===== config.mk =====
export PLATFORM = sky130hd
export DESIGN_NAME = lsu_top
export DESIGN_NICKNAME = d
export VERILOG_FILES = /design/src/lsu_pkg.sv /design/src/lsu_axi_arbiter.sv /design/src/lsu_dispatch.sv /design/src/lsu_top.sv /design/src/lsu_unit.sv
export VERILOG_INCLUDE_DIRS = /design/src /design/src/src
export SDC_FILE = /design/constraint.sdc
export NUM_CORES = 1
export LEC_CHECK = 0
export ABC_AREA = 1
export BUFFER_PORTS_ARGS = -buffer_cell sky130_fd_sc_hd__buf_4
export CAP_MARGIN = 20
export CORE_MARGIN = 2
export CORE_UTILIZATION = 45
export CTS_CLUSTER_DIAMETER = 60
export CTS_CLUSTER_SIZE = 30
export DETAILED_ROUTE_END_ITERATION = 8
export PLACE_DENSITY = 0.72
export RECOVER_POWER = 25
export REMOVE_ABC_BUFFERS = 1
export SKIP_CTS_REPAIR_TIMING = 1
export SLEW_MARGIN = 20
export SYNTH_ARGS = -nofsm -noshare
export SYNTH_HDL_FRONTEND = slang
export SYNTH_SLANG_ARGS = --single-unit

===== constraint.sdc =====
create_clock -name clock -period 14 [get_ports clock]
set_clock_uncertainty 0.05 [all_clocks]
set_input_delay 4.2 -clock clock [delete_from_list [all_inputs] [get_ports clock]]
set_output_delay 4.2 -clock clock [all_outputs]
set_load 0.03 [all_outputs]

===== src/lsu_config.svh =====
`ifndef LSU_CONFIG_SVH
`define LSU_CONFIG_SVH

// ~~~~~~~~~~~~~~~~~~~~~~~~~~~~~~~~~~~~~~~~~~~~~~~~~~~~~~~~~~~~~~~~~~~~
// Load/store block sizing

`define LSU_UNITS 4 // Accesses in flight at once
`define LSU_TAG_WIDTH 4 // Tag returned with each result

// ~~~~~~~~~~~~~~~~~~~~~~~~~~~~~~~~~~~~~~~~~~~~~~~~~~~~~~~~~~~~~~~~~~~~
// Memory map

// Upper address bits of the 4 KiB page that answers SLVERR
`define LSU_ERR_BASE 20'h1_0000

`endif


===== src/lsu_pkg.sv =====
`default_nettype none

`include "lsu_config.svh"

package lsu_pkg;

  typedef logic [31:0] lsu_addr_t;
  typedef logic [31:0] lsu_data_t;
  typedef logic [3:0] lsu_strb_t;
  typedef logic [`LSU_TAG_WIDTH-1:0] lsu_tag_t;
  typedef logic [1:0] lsu_id_t; // Unit index, doubles as AXI ID
  typedef logic [1:0] lsu_resp_t;

  typedef enum logic [1:0] {
    SIZE_BYTE = 2'd0,
    SIZE_HALF = 2'd1,
    SIZE_WORD = 2'd2
  } lsu_size_e; // Same codes as AXI AxSIZE

  typedef enum logic [2:0] {
    ST_IDLE,
    ST_READ_ADDR,
    ST_READ_DATA,
    ST_WRITE,
    ST_WRITE_RESP
  } lsu_state_e;

  // ~~~~~~~~~~~~~~~~~~~~~~~~~~~~~~~~~~~~~~~~~~~~~~~~~~~~~~~~~~~~~~~~~~
  // Requester side

  typedef struct packed {
    logic write;
    lsu_size_e size;
    logic sext;
    lsu_addr_t addr;
    lsu_data_t wsrc; // Store source, unshifted
    lsu_tag_t tag;
  } lsu_req_t;

  typedef struct packed {
    lsu_tag_t tag;
    logic write;
    logic error;
    lsu_data_t rdata; // Aligned and extended load data
  } lsu_result_t;

  // ~~~~~~~~~~~~~~~~~~~~~~~~~~~~~~~~~~~~~~~~~~~~~~~~~~~~~~~~~~~~~~~~~~
  // AXI4-Lite channel payloads

  typedef struct packed {
    lsu_id_t id;
    lsu_addr_t addr;
    lsu_size_e size;
  } lsu_ar_t;

  typedef struct packed {
    lsu_id_t id;
    lsu_addr_t addr;
    lsu_size_e size;
    lsu_data_t wdata;
    lsu_strb_t wstrb;
  } lsu_aw_t;

  typedef struct packed {
    lsu_id_t id;
    lsu_data_t rdata;
    lsu_resp_t resp;
  } lsu_r_t;

  typedef struct packed {
    lsu_id_t id;
    lsu_resp_t resp;
  } lsu_b_t;

endpackage

`default_nettype wire


===== src/lsu_axi_arbiter.sv =====
`timescale 1ns/100ps
`default_nettype none

`include "lsu_config.svh"

module lsu_axi_arbiter (
  input  logic                                   clock,
  input  logic                                   reset,

  input  logic [`LSU_UNITS-1:0]                  ar_valid,
  input  lsu_pkg::lsu_ar_t [`LSU_UNITS-1:0]      ar,
  output logic [`LSU_UNITS-1:0]                  ar_ready,
  input  logic [`LSU_UNITS-1:0]                  aw_valid,
  input  lsu_pkg::lsu_aw_t [`LSU_UNITS-1:0]      aw,
  output logic [`LSU_UNITS-1:0]                  aw_ready,
  output logic [`LSU_UNITS-1:0]                  r_valid,
  output lsu_pkg::lsu_r_t [`LSU_UNITS-1:0]       r,
  output logic [`LSU_UNITS-1:0]                  b_valid,
  output lsu_pkg::lsu_b_t [`LSU_UNITS-1:0]       b,

  output logic                                   axi_arvalid,
  output lsu_pkg::lsu_ar_t                       axi_ar,
  input  logic                                   axi_arready,
  input  logic                                   axi_rvalid,
  input  lsu_pkg::lsu_r_t                        axi_r,
  output logic                                   axi_rready,
  output logic                                   axi_awvalid,
  output logic                                   axi_wvalid,
  output lsu_pkg::lsu_aw_t                       axi_aw,
  input  logic                                   axi_awready,
  input  logic                                   axi_wready,
  input  logic                                   axi_bvalid,
  input  lsu_pkg::lsu_b_t                        axi_b,
  output logic                                   axi_bready
);

  import lsu_pkg::*;

  logic    rd_busy_q;
  lsu_id_t rd_grant_q;
  lsu_id_t rd_ptr_q; // Unit checked first on the next read grant
  lsu_ar_t axi_ar_q;

  logic    wr_busy_q;
  lsu_id_t wr_grant_q;
  lsu_id_t wr_ptr_q;
  lsu_aw_t axi_aw_q;
  logic    aw_done_q;
  logic    w_done_q;
  logic    wr_complete; // Both AW and W accepted by this cycle

  // First requesting unit at or after ptr, wrapping around
  function automatic lsu_id_t rr_pick(input logic [`LSU_UNITS-1:0] valid, input lsu_id_t ptr);
    lsu_id_t pick;
    logic found;
    pick = ptr;
    found = 1'b0;
    for (int k = 0; k < `LSU_UNITS; k++) begin
      if (!found && valid[(int'(ptr) + k) % `LSU_UNITS]) begin
        pick = lsu_id_t'((int'(ptr) + k) % `LSU_UNITS);
        found = 1'b1;
      end
    end
    return pick;
  endfunction

  // ~~~~~~~~~~~~~~~~~~~~~~~~~~~~~~~~~~~~~~~~~~~~~~~~~~~~~~~~~~~~~~~~~~~~
  // Read address channel

  assign axi_arvalid = rd_busy_q;
  assign axi_ar = axi_ar_q;

  always_comb begin
    ar_ready = '0;
    ar_ready[rd_grant_q] = rd_busy_q && axi_arready;
  end

  always_ff @(posedge clock) begin
    if (reset) begin
      rd_busy_q <= 1'b0;
      rd_grant_q <= '0;
      rd_ptr_q <= '0;
    end else if (rd_busy_q) begin
      if (axi_arready) begin
        rd_busy_q <= 1'b0;
        rd_ptr_q <= lsu_id_t'((int'(rd_grant_q) + 1) % `LSU_UNITS);
      end
    end else if (|ar_valid) begin
      rd_busy_q <= 1'b1;
      rd_grant_q <= rr_pick(ar_valid, rd_ptr_q);
    end
  end

  always_ff @(posedge clock) begin
    if (!rd_busy_q && |ar_valid) begin
      axi_ar_q <= ar[rr_pick(ar_valid, rd_ptr_q)];
    end
  end

  // ~~~~~~~~~~~~~~~~~~~~~~~~~~~~~~~~~~~~~~~~~~~~~~~~~~~~~~~~~~~~~~~~~~~~
  // Write address and data channels

  assign axi_awvalid = wr_busy_q && !aw_done_q;
  assign axi_wvalid = wr_busy_q && !w_done_q;
  assign axi_aw = axi_aw_q;
  assign wr_complete = wr_busy_q && (aw_done_q || axi_awready) && (w_done_q || axi_wready);

  always_comb begin
    aw_ready = '0;
    aw_ready[wr_grant_q] = wr_complete;
  end

  always_ff @(posedge clock) begin
    if (reset) begin
      wr_busy_q <= 1'b0;
      wr_grant_q <= '0;
      wr_ptr_q <= '0;
      aw_done_q <= 1'b0;
      w_done_q <= 1'b0;
    end else if (wr_busy_q) begin
      if (wr_complete) begin
        wr_busy_q <= 1'b0;
        aw_done_q <= 1'b0;
        w_done_q <= 1'b0;
        wr_ptr_q <= lsu_id_t'((int'(wr_grant_q) + 1) % `LSU_UNITS);
      end else begin
        aw_done_q <= aw_done_q || axi_awready;
        w_done_q <= w_done_q || axi_wready;
      end
    end else if (|aw_valid) begin
      wr_busy_q <= 1'b1;
      wr_grant_q <= rr_pick(aw_valid, wr_ptr_q);
    end
  end

  always_ff @(posedge clock) begin
    if (!wr_busy_q && |aw_valid) begin
      axi_aw_q <= aw[rr_pick(aw_valid, wr_ptr_q)];
    end
  end

  // ~~~~~~~~~~~~~~~~~~~~~~~~~~~~~~~~~~~~~~~~~~~~~~~~~~~~~~~~~~~~~~~~~~~~
  // Responses, routed by ID

  assign axi_rready = 1'b1; // The owner of every ID is waiting
  assign axi_bready = 1'b1;

  always_comb begin
    for (int i = 0; i < `LSU_UNITS; i++) begin
      r_valid[i] = axi_rvalid && (axi_r.id == lsu_id_t'(i));
      b_valid[i] = axi_bvalid && (axi_b.id == lsu_id_t'(i));
      r[i] = axi_r;
      b[i] = axi_b;
    end
  end

endmodule

`default_nettype wire


===== src/lsu_dispatch.sv =====
`timescale 1ns/100ps
`default_nettype none

`include "lsu_config.svh"

module lsu_dispatch (
  input  logic                      clock,
  input  logic                      reset,

  input  logic                      req_valid,
  input  lsu_pkg::lsu_req_t         req,
  output logic                      full,

  input  logic [`LSU_UNITS-1:0]     busy,
  output logic [`LSU_UNITS-1:0]     start,
  output lsu_pkg::lsu_req_t         unit_req
);

  logic [`LSU_UNITS-1:0] started_q; // Units started in the previous cycle
  logic [`LSU_UNITS-1:0] taken;
  logic [`LSU_UNITS-1:0] first_idle; // One-hot, lowest idle unit
  logic                  any_idle;

  // ~~~~~~~~~~~~~~~~~~~~~~~~~~~~~~~~~~~~~~~~~~~~~~~~~~~~~~~~~~~~~~~~~~~~
  // Idle tracking

  assign taken = busy | started_q; // Busy flag lags start by a cycle
  assign any_idle = ~&taken;
  assign full = ~any_idle;

  always_comb begin
    logic found;
    found = 1'b0;
    first_idle = '0;
    for (int i = 0; i < `LSU_UNITS; i++) begin
      if (!found && !taken[i]) begin
        first_idle[i] = 1'b1;
        found = 1'b1;
      end
    end
  end

  // ~~~~~~~~~~~~~~~~~~~~~~~~~~~~~~~~~~~~~~~~~~~~~~~~~~~~~~~~~~~~~~~~~~~~
  // Steering

  // A request arriving while full is dropped here
  always_comb begin
    start = '0;
    if (req_valid && any_idle) begin
      start = first_idle;
    end
  end

  assign unit_req = req; // Every unit sees the payload, only one is started

  always_ff @(posedge clock) begin
    if (reset) begin
      started_q <= '0;
    end else begin
      started_q <= start;
    end
  end

endmodule

`default_nettype wire


===== src/lsu_top.sv =====
`timescale 1ns/100ps
`default_nettype none

`include "lsu_config.svh"

module lsu_top (
  input  logic                                      clock,
  input  logic                                      reset,

  input  logic                                      req_valid,
  input  lsu_pkg::lsu_req_t                         req,
  output logic                                      full,
  output logic [`LSU_UNITS-1:0]                     result_valid,
  output lsu_pkg::lsu_result_t [`LSU_UNITS-1:0]     result,

  output logic                                      axi_arvalid,
  output lsu_pkg::lsu_ar_t                          axi_ar,
  input  logic                                      axi_arready,
  input  logic                                      axi_rvalid,
  input  lsu_pkg::lsu_r_t                           axi_r,
  output logic                                      axi_rready,
  output logic                                      axi_awvalid,
  output logic                                      axi_wvalid,
  output lsu_pkg::lsu_aw_t                          axi_aw,
  input  logic                                      axi_awready,
  input  logic                                      axi_wready,
  input  logic                                      axi_bvalid,
  input  lsu_pkg::lsu_b_t                           axi_b,
  output logic                                      axi_bready
);

  import lsu_pkg::*;

  logic [`LSU_UNITS-1:0]   busy;
  logic [`LSU_UNITS-1:0]   start;
  lsu_req_t                unit_req;

  logic [`LSU_UNITS-1:0]   ar_valid;
  lsu_ar_t [`LSU_UNITS-1:0] ar;
  logic [`LSU_UNITS-1:0]   ar_ready;
  logic [`LSU_UNITS-1:0]   aw_valid;
  lsu_aw_t [`LSU_UNITS-1:0] aw;
  logic [`LSU_UNITS-1:0]   aw_ready;
  logic [`LSU_UNITS-1:0]   r_valid;
  lsu_r_t [`LSU_UNITS-1:0] r;
  logic [`LSU_UNITS-1:0]   b_valid;
  lsu_b_t [`LSU_UNITS-1:0] b;

  lsu_dispatch dispatch0 (
    .clock(clock),
    .reset(reset),
    .req_valid(req_valid),
    .req(req),
    .full(full),
    .busy(busy),
    .start(start),
    .unit_req(unit_req)
  );

  // ~~~~~~~~~~~~~~~~~~~~~~~~~~~~~~~~~~~~~~~~~~~~~~~~~~~~~~~~~~~~~~~~~~~~
  // Load/store units, one AXI ID each

  for (genvar i = 0; i < `LSU_UNITS; i++) begin : g_unit
    lsu_unit unit0 (
      .clock(clock),
      .reset(reset),
      .start(start[i]),
      .req(unit_req),
      .unit_id(lsu_id_t'(i)),
      .busy(busy[i]),
      .ar_valid(ar_valid[i]),
      .ar(ar[i]),
      .ar_ready(ar_ready[i]),
      .aw_valid(aw_valid[i]),
      .aw(aw[i]),
      .aw_ready(aw_ready[i]),
      .r_valid(r_valid[i]),
      .r(r[i]),
      .b_valid(b_valid[i]),
      .b(b[i]),
      .result_valid(result_valid[i]),
      .result(result[i])
    );
  end

  lsu_axi_arbiter arbiter0 (
    .clock(clock),
    .reset(reset),
    .ar_valid(ar_valid),
    .ar(ar),
    .ar_ready(ar_ready),
    .aw_valid(aw_valid),
    .aw(aw),
    .aw_ready(aw_ready),
    .r_valid(r_valid),
    .r(r),
    .b_valid(b_valid),
    .b(b),
    .axi_arvalid(axi_arvalid),
    .axi_ar(axi_ar),
    .axi_arready(axi_arready),
    .axi_rvalid(axi_rvalid),
    .axi_r(axi_r),
    .axi_rready(axi_rready),
    .axi_awvalid(axi_awvalid),
    .axi_wvalid(axi_wvalid),
    .axi_aw(axi_aw),
    .axi_awready(axi_awready),
    .axi_wready(axi_wready),
    .axi_bvalid(axi_bvalid),
    .axi_b(axi_b),
    .axi_bready(axi_bready)
  );

endmodule

`default_nettype wire


===== src/lsu_unit.sv =====
`timescale 1ns/100ps
`default_nettype none

module lsu_unit (
  input  logic                  clock,
  input  logic                  reset,

  input  logic                  start,
  input  lsu_pkg::lsu_req_t     req,
  input  lsu_pkg::lsu_id_t      unit_id,
  output logic                  busy,

  output logic                  ar_valid,
  output lsu_pkg::lsu_ar_t      ar,
  input  logic                  ar_ready,

  output logic                  aw_valid,
  output lsu_pkg::lsu_aw_t      aw,
  input  logic                  aw_ready,

  input  logic                  r_valid,
  input  lsu_pkg::lsu_r_t       r,

  input  logic                  b_valid,
  input  lsu_pkg::lsu_b_t       b,

  output logic                  result_valid,
  output lsu_pkg::lsu_result_t  result
);

  import lsu_pkg::*;

  lsu_state_e  state;
  lsu_req_t    req_q;
  logic [4:0]  lane_shift; // Bit offset of the addressed byte lane
  logic        sub_word;
  lsu_strb_t   size_mask;
  lsu_data_t   store_data;
  lsu_data_t   load_aligned;
  lsu_data_t   load_data;

  // ~~~~~~~~~~~~~~~~~~~~~~~~~~~~~~~~~~~~~~~~~~~~~~~~~~~~~~~~~~~~~~~~~~~~
  // Byte lanes

  assign lane_shift = {req_q.addr[1:0], 3'b000};
  assign sub_word = (req_q.size != SIZE_WORD);

  always_comb begin
    case (req_q.size)
      SIZE_BYTE: size_mask = 4'b0001;
      SIZE_HALF: size_mask = 4'b0011;
      default:   size_mask = 4'b1111;
    endcase
  end

  assign store_data = sub_word ? (req_q.wsrc << lane_shift) : req_q.wsrc;
  assign load_aligned = sub_word ? (r.rdata >> lane_shift) : r.rdata;

  always_comb begin
    case (req_q.size)
      SIZE_BYTE: begin
        if (req_q.sext) begin
          load_data = {{24{load_aligned[7]}}, load_aligned[7:0]};
        end else begin
          load_data = {24'b0, load_aligned[7:0]};
        end
      end
      SIZE_HALF: begin
        if (req_q.sext) begin
          load_data = {{16{load_aligned[15]}}, load_aligned[15:0]};
        end else begin
          load_data = {16'b0, load_aligned[15:0]};
        end
      end
      default: load_data = load_aligned;
    endcase
  end

  // ~~~~~~~~~~~~~~~~~~~~~~~~~~~~~~~~~~~~~~~~~~~~~~~~~~~~~~~~~~~~~~~~~~~~
  // Bus requests

  assign busy = (state != ST_IDLE);
  assign ar_valid = (state == ST_READ_ADDR);
  assign aw_valid = (state == ST_WRITE); // Address and data go out together

  assign ar.id = unit_id;
  assign ar.addr = req_q.addr;
  assign ar.size = req_q.size;

  assign aw.id = unit_id;
  assign aw.addr = req_q.addr;
  assign aw.size = req_q.size;
  assign aw.wdata = store_data;
  assign aw.wstrb = lsu_strb_t'(size_mask << req_q.addr[1:0]);

  // ~~~~~~~~~~~~~~~~~~~~~~~~~~~~~~~~~~~~~~~~~~~~~~~~~~~~~~~~~~~~~~~~~~~~
  // Access sequencing

  always_ff @(posedge clock) begin
    if (reset) begin
      state <= ST_IDLE;
      result_valid <= 1'b0;
    end else begin
      result_valid <= 1'b0;
      case (state)
        ST_IDLE: begin
          if (start) begin
            state <= req.write ? ST_WRITE : ST_READ_ADDR;
          end
        end
        ST_READ_ADDR: begin
          if (ar_ready) begin
            state <= ST_READ_DATA;
          end
        end
        ST_READ_DATA: begin
          if (r_valid) begin
            state <= ST_IDLE;
            result_valid <= 1'b1;
          end
        end
        ST_WRITE: begin
          if (aw_ready) begin
            state <= ST_WRITE_RESP;
          end
        end
        ST_WRITE_RESP: begin
          if (b_valid) begin
            state <= ST_IDLE;
            result_valid <= 1'b1;
          end
        end
        default: state <= ST_IDLE;
      endcase
    end
  end

  always_ff @(posedge clock) begin
    if (state == ST_IDLE && start) begin
      req_q <= req;
    end
    if (state == ST_READ_DATA && r_valid) begin
      result.tag <= req_q.tag;
      result.write <= 1'b0;
      result.error <= (r.resp != 2'b00);
      result.rdata <= load_data;
    end
    if (state == ST_WRITE_RESP && b_valid) begin
      result.tag <= req_q.tag;
      result.write <= 1'b1;
      result.error <= (b.resp != 2'b00);
      result.rdata <= '0; // Stores return no data
    end
  end

endmodule

`default_nettype wire


==> Yosys cells after proc, flatten, opt, wreduce, memory -nomap -nowiden <==
Cells that the tools add are included.
{ "totals": {"ff_bits": 576, "latchBits": 0, "mem_bits_rw": 0, "rom_bits": 0, "inputBits": 120, "output_inout_bits": 270, "wordCells": 424, "memories": 0} }
{ "op_classes": {"add_sub_neg": 8, "multipliers": 0, "div": 0, "order_cmp": 14, "eq_ne": 50, "shifts": 12, "mux": 162, "n_bitwise": 11, "n_reduce_logical": 106} }
{ "ops": {"columns": ["operator", "count"], "rows": [
  ["two-way mux 32 bit", 16],
  ["two-way mux 38 bit", 8],
  ["case mux 32 bit (2 select lines)", 4],
  ["binary-select mux 72 bit (select 2 bit)", 1],
  ["left shift 32 x 5 -> 32 bit", 4],
  [">> shifter 32 x 5 -> 32 bit", 4],
  ["binary-select mux 36 bit (select 2 bit)", 1],
  ["two-way mux 1 bit", 72],
  ["two-way mux 72 bit", 1],
  ["two-way mux 3 bit", 20],
  ["case mux 3 bit (5 select lines)", 4],
  ["logical AND 1 bit", 45],
  ["two-way mux 36 bit", 1],
  ["case mux 4 bit (2 select lines)", 4],
  ["two-way mux 2 bit", 15],
  ["== test 3 x 2 -> 1 bit (second input constant)", 8],
  ["< comparator 3 x 4 -> 1 bit (second input constant)", 6],
  ["inequality test 2 x 1 -> 1 bit (second input constant)", 12],
  ["inequality test 2 bit (second input constant)", 12],
  ["logical NOT 1 bit", 22],
  ["AND reduction 5 bit", 4],
  ["< comparator 2 x 3 -> 1 bit (second input constant)", 6],
  ["binary-select mux 1 bit (select 2 bit)", 8],
  ["left shift 4 x 2 -> 4 bit", 4],
  ["23 further kinds", 81]
]} }

==> Longest topological paths before layout <==
{ "logic_depth": {"ltp_word": 22, "mapped_depth": 17} }

==> By module <==
Synthesis repeated with hierarchy kept, for this count alone.
{ "unflattened": {"cells_unflattened": 4413, "hier_area_um2": 34071.4} }
{ "modules_own_cells": {"columns": ["module", "n_inst", "cells_per_inst", "area_per_inst_um2", "seq_area_each_um2"], "rows": [
  ["lsu_unit at g_unit[0].unit0 ...", 3, 688, 5766.8, 3022.9],
  ["lsu_axi_arbiter", 1, 1566, 10209.8, 3483.3],
  ["lsu_unit at g_unit[3].unit0", 1, 681, 5780.5, 3022.9],
  ["lsu_dispatch", 1, 100, 773.2, 80.1],
  ["lsu_top", 1, 2, 7.5, 0.0]
]} }

==> Least setup slack after synthesis <==
Ideal clock, no wire load.
{ "synth_timing": {"path_type": "in2reg", "startpoint": "input port req_valid", "endpoint": "register g_unit[0].unit0.state[1]", "setup_ps": 119, "arrival_ps": 7896, "required_time_ps": 13831, "path_slack_ps": 5934, "cell_stages": 7, "cell_sequence": "inv_1 -> nor2_1 -> inv_1 -> nand3_1 -> nand2_1 -> o21ai_0 -> a21oi_1"} }
{ "synth_between": {"elab_chain_cells": 4} }
{ "synth_rtl": {"columns": ["item", "line", "rtl"], "rows": [
  ["start: declaration", "lsu_top.sv:10", "input logic req_valid,"],
  ["logical AND 1 bit", "lsu_dispatch.sv:49", "if (req_valid && any_idle) begin"],
  ["two-way mux 4 bit", "lsu_dispatch.sv:49", null],
  ["inequality test 2 bit (no line)", null, null],
  ["AND reduction 5 bit (no line)", null, null],
  ["end signal: assignment", "lsu_unit.sv:108", "state <= req.write ? ST_WRITE : ST_READ_ADDR;"],
  ["end: declaration", "lsu_unit.sv:33", "lsu_state_e state;"]
]} }
No other way between the ends.
A chain may end at the register's enable or synchronous reset.

==> Worst setup path in the final report <==
{ "layout_timing": {"startpoint": "input port axi_b[2] in the netlist's numbering", "endpoint": "register, netlist name g_unit[1].unit0.result[36]"} }
{ "layout_between": {"elab_chain_cells": 4} }
{ "layout_rtl": {"columns": ["item", "line", "rtl"], "rows": [
  ["start: declaration", "lsu_top.sv:28", "input lsu_pkg::lsu_b_t axi_b,"],
  ["== test 2 x 1 -> 1 bit", "lsu_axi_arbiter.sv:151", "b_valid[i] = axi_bvalid && (axi_b.id == lsu_id_t'(i));"],
  ["logical AND 1 bit", "lsu_axi_arbiter.sv:151", null],
  ["logical AND 1 bit", "lsu_unit.sv:148", "if (state == ST_WRITE_RESP && b_valid) begin"],
  ["nonzero test 2 bit (no line)", null, null]
]} }
No other way between the ends.

==> out/results.txt <==
area occupied by multi-input gates - 11400 um2
crit-path max cell delay - 1010 ps
Tot GR Track Use - 0.301
Pleak - 14.8 nW
most used cell, CP - inv_1
die area - 67100 um2
Crit. End Element - flop
dpl hpwl - 67000 um
Seq/Total Area, Yosys - 0.535
YS warnings - 0
CTS tree - done
die height - 259 um
Worst R2R Start - arbiter0.wr_ptr_q[0]
total CTS buffers - 43
1st-iter DRT viols - 3349
Max clock buf depth - 3
via count - 27363
initial antenna violation count - 12
Setup crit start - axi_b[2]
DR WL/cell - 22.5 um
total internal power - 4.07 mW
Final Max Tran Viols - 242
Skew-Pair Late Insertion Delay - 630 ps
synthesis-to-finish area growth - 15.5%
Max Fclk - 155 MHz
PortBufs - 387
vias per inst - 5.87
Root Buffer - clkbuf_16
Post-Route WL - 105000 um
Fill cells - 6070
# DRC - 0
global-route wire length before repair - 154000 um
core area - 64300 um2
Worst-Margin Slew - 3690 ps
Sequential Area - 15700 um2
pwr/cell area - 220 nW/um2
# IOs - 390
vias in the first global route - 24879
synth unique cells - 44
Fin. Hold Viols - 0
Overflow after GRT - 0
Routed Antenna Nets - 0
Clock Pin Slew Worst Setup and Hold Paths - 90 ps
Sink Count - 576
Arrival @ worst endpoint - 6710 ps
outcome - complete, but fails checks
CP max stage cell - nor2_1
Fin Setup TNS - 0 ps
combinational share of power - 0.446
H-tree depth - 2
Die W - 259 um
layout cells sized above 1 - 0.136
EDFF count, synth - 412
failing checks - max-capacitance violations, max-slew violations
sw frac - 0.453
Final setup viols - 0
Worst Hold Margin - 408 ps
Hold Crit Class - flop to flop
Worst Hold Launch - g_unit[3].unit0.result[0]
final worst-path cycle share - 0.460
critical path, cell by cell - buf_4, inv_1, nor3_1, nand3_1, clkinv_1, nor2_1, inv_1
worst rel slew slack - -1.46
Mapped Cells - 3544
Final #Nets - 3898
max_cap viols - 5
RSZ-0062 raised after global routing - no
Top FF cell, synth - edfxtp_1
Synth Cell Area - 29300 um2
DR pass1 iterations - 8
Flop pwr share - 0.369
Clock power frac - 0.185
top cell family by delay on the critical path - simple AND/OR/NAND/NOR gates
Worst Setup Path Type - primary input to flop
post-synthesis async set-or-reset flop share - 0
Buffers & Inverters on Critical Path - 4
CP Data Required Time - 14260 ps
Max rail drop VDD - 0.123 mV
Starting Density - 0.455
CP max FO - 17
synthesis-stage register bit count - 576
fin crit period - 6440 ps
Rows - 93
pin count of the biggest net entering global routing - 95
Net Switching - 3.37 mW
syn avg cell area - 8.26 um2
Placer Congestion - 1.02
crit path launch type - primary input
## layout make-up
class / count / share of cell area
diodes: 5 / 0.000370
repair buffers: 441 / 0.0927
clock buffers: 44 / 0.0319
clock inverters: 35 / 0.0136
inverters: 279 / 0.0311
multi-input cells: 2429 / 0.336
flip-flops and latches: 576 / 0.463
well taps: 855 / 0.0316
## sequential cells by signal, indices dropped and copies added (netlist names)
register and cells:
arbiter0.aw_done_q 1, arbiter0.axi_ar 36, arbiter0.axi_arvalid 1, arbiter0.axi_aw 72
arbiter0.rd_grant_q 2, arbiter0.rd_ptr_q 2, arbiter0.w_done_q 1, arbiter0.wr_busy_q 1
arbiter0.wr_grant_q 2, arbiter0.wr_ptr_q 2, dispatch0.started_q 4, g_unit.unit0.ar 136
g_unit.unit0.req_q 148, g_unit.unit0.result 152, g_unit.unit0.result_valid 4, g_unit.unit0.state 12
## power by group through the flow
stage | Combinational [mW] | Sequential [mW] | Clock, mW
floorplan | 1.53 | 3.22 | 0
global placement | 3.24 | 2.76 | 0
detailed placement | 3.28 | 2.76 | 0
CTS | 3.30 | 2.73 | 1.39
global route | 3.60 | 2.78 | 1.46
finish | 3.32 | 2.75 | 1.38
## path summary, 6_finish.rpt
path / end / slack, ps / cells past startpoint
min reg2reg: g_unit[3].unit0.result[0] / 410 / 2
max reg2reg: arbiter0.axi_aw[29] / 8130 / 13
min: g_unit[3].unit0.result[0] / 410 / 2
max: g_unit[1].unit0.result[36] / 7560 / 7
## logic make-up (layout without fill, tap and decap cells)
| family | count (synthesis) | in the layout | share of synthesized area |
|---|---|---|---|
| compound gates | 639 | 639 | 0.125 |
| fa+ha+maj | 8 | 8 | 0.00342 |
| buf+inv | 540 | 799 | 0.0798 |
| flops | 576 | 576 | 0.535 |
| other cells | 1 | 7 | 0.000128 |
| simple gates | 1780 | 1780 | 0.257 |
## through the flow
stage                     cell area (um2)   util  worst slack [ps]  instances  total power [mW]
after global placement              32500  0.505              6830       4577              6.01
final                               33800  0.526              7560       4664              7.44
after floorplan                     28000      -              5930       3284              4.75
after global routing                33800  0.526              7440       4663              7.84
after detailed placement            32500  0.505              6970       4578              6.04
after CTS                           34000  0.529              7630       4657              7.41
## layout by cell type (no fill, tap or decap), drive strengths merged, types with 2 or more instances in the layout
master  count
nor4        2
a22oi      14
buf       386
nand3     509
clkbuf     99
a211oi      8
diode       5
o22ai      84
a221oi      6
a21oi     138
ha          8
a22o       22
nor3       18
conb        2
o211ai     30
or2         5
nand2     882
inv       284
nand4      33
nor2      330
a31oi      13
dfxtp     164
clkinv     28
o221ai     18
edfxtp    412
o21ai     297
o31ai       4
o21a        2
## synthesized netlist by cell type (2+ instances only)
cell,count,area (um2)
nand2_1,876,3290
nand3_1,503,2520
edfxtp_1,412,12400
nor2_1,321,1200
o21ai_0,280,1400
inv_1,251,942
dfxtp_1,164,3280
a21oi_1,138,691
clkbuf_1,128,480
o22ai_1,84,526
buf_2,76,380
nand4_1,33,206
buf_4,31,233
o211ai_1,30,225
a22o_1,22,193
nor3_1,18,90.1
o221ai_1,18,158
inv_2,17,63.8
o21ai_1,16,80.1
a22oi_1,13,97.6
a31oi_1,13,81.3
buf_6,13,146
buf_1,12,45.0
clkinv_1,11,41.3
a211oi_1,8,60.1
ha_1,8,100
a221oi_1,6,52.6
nand2_2,6,37.5
nand3_2,6,60.1
nor2_2,6,37.5
or2_2,5,31.3
o31ai_1,4,30.0
nor2_4,3,33.8
o21a_1,2,15.0
## metal layers
layer  vias to the layer above  global-route usage  share of wire
met4                        14               0.151          0.055
met2                      1728               0.472           0.45
met3                       341              0.0701           0.12
met5                         -                   0        0.00089
li1                      12545                   -              -
met1                     12735               0.390           0.38
## tightest hold or removal path: cells and delay by family (launching register included)
family           cells  cell delay, ps
and+or+nand+nor      2             100
DFF                  1             320
No activity file was read; power rests on OpenSTA's default activity.
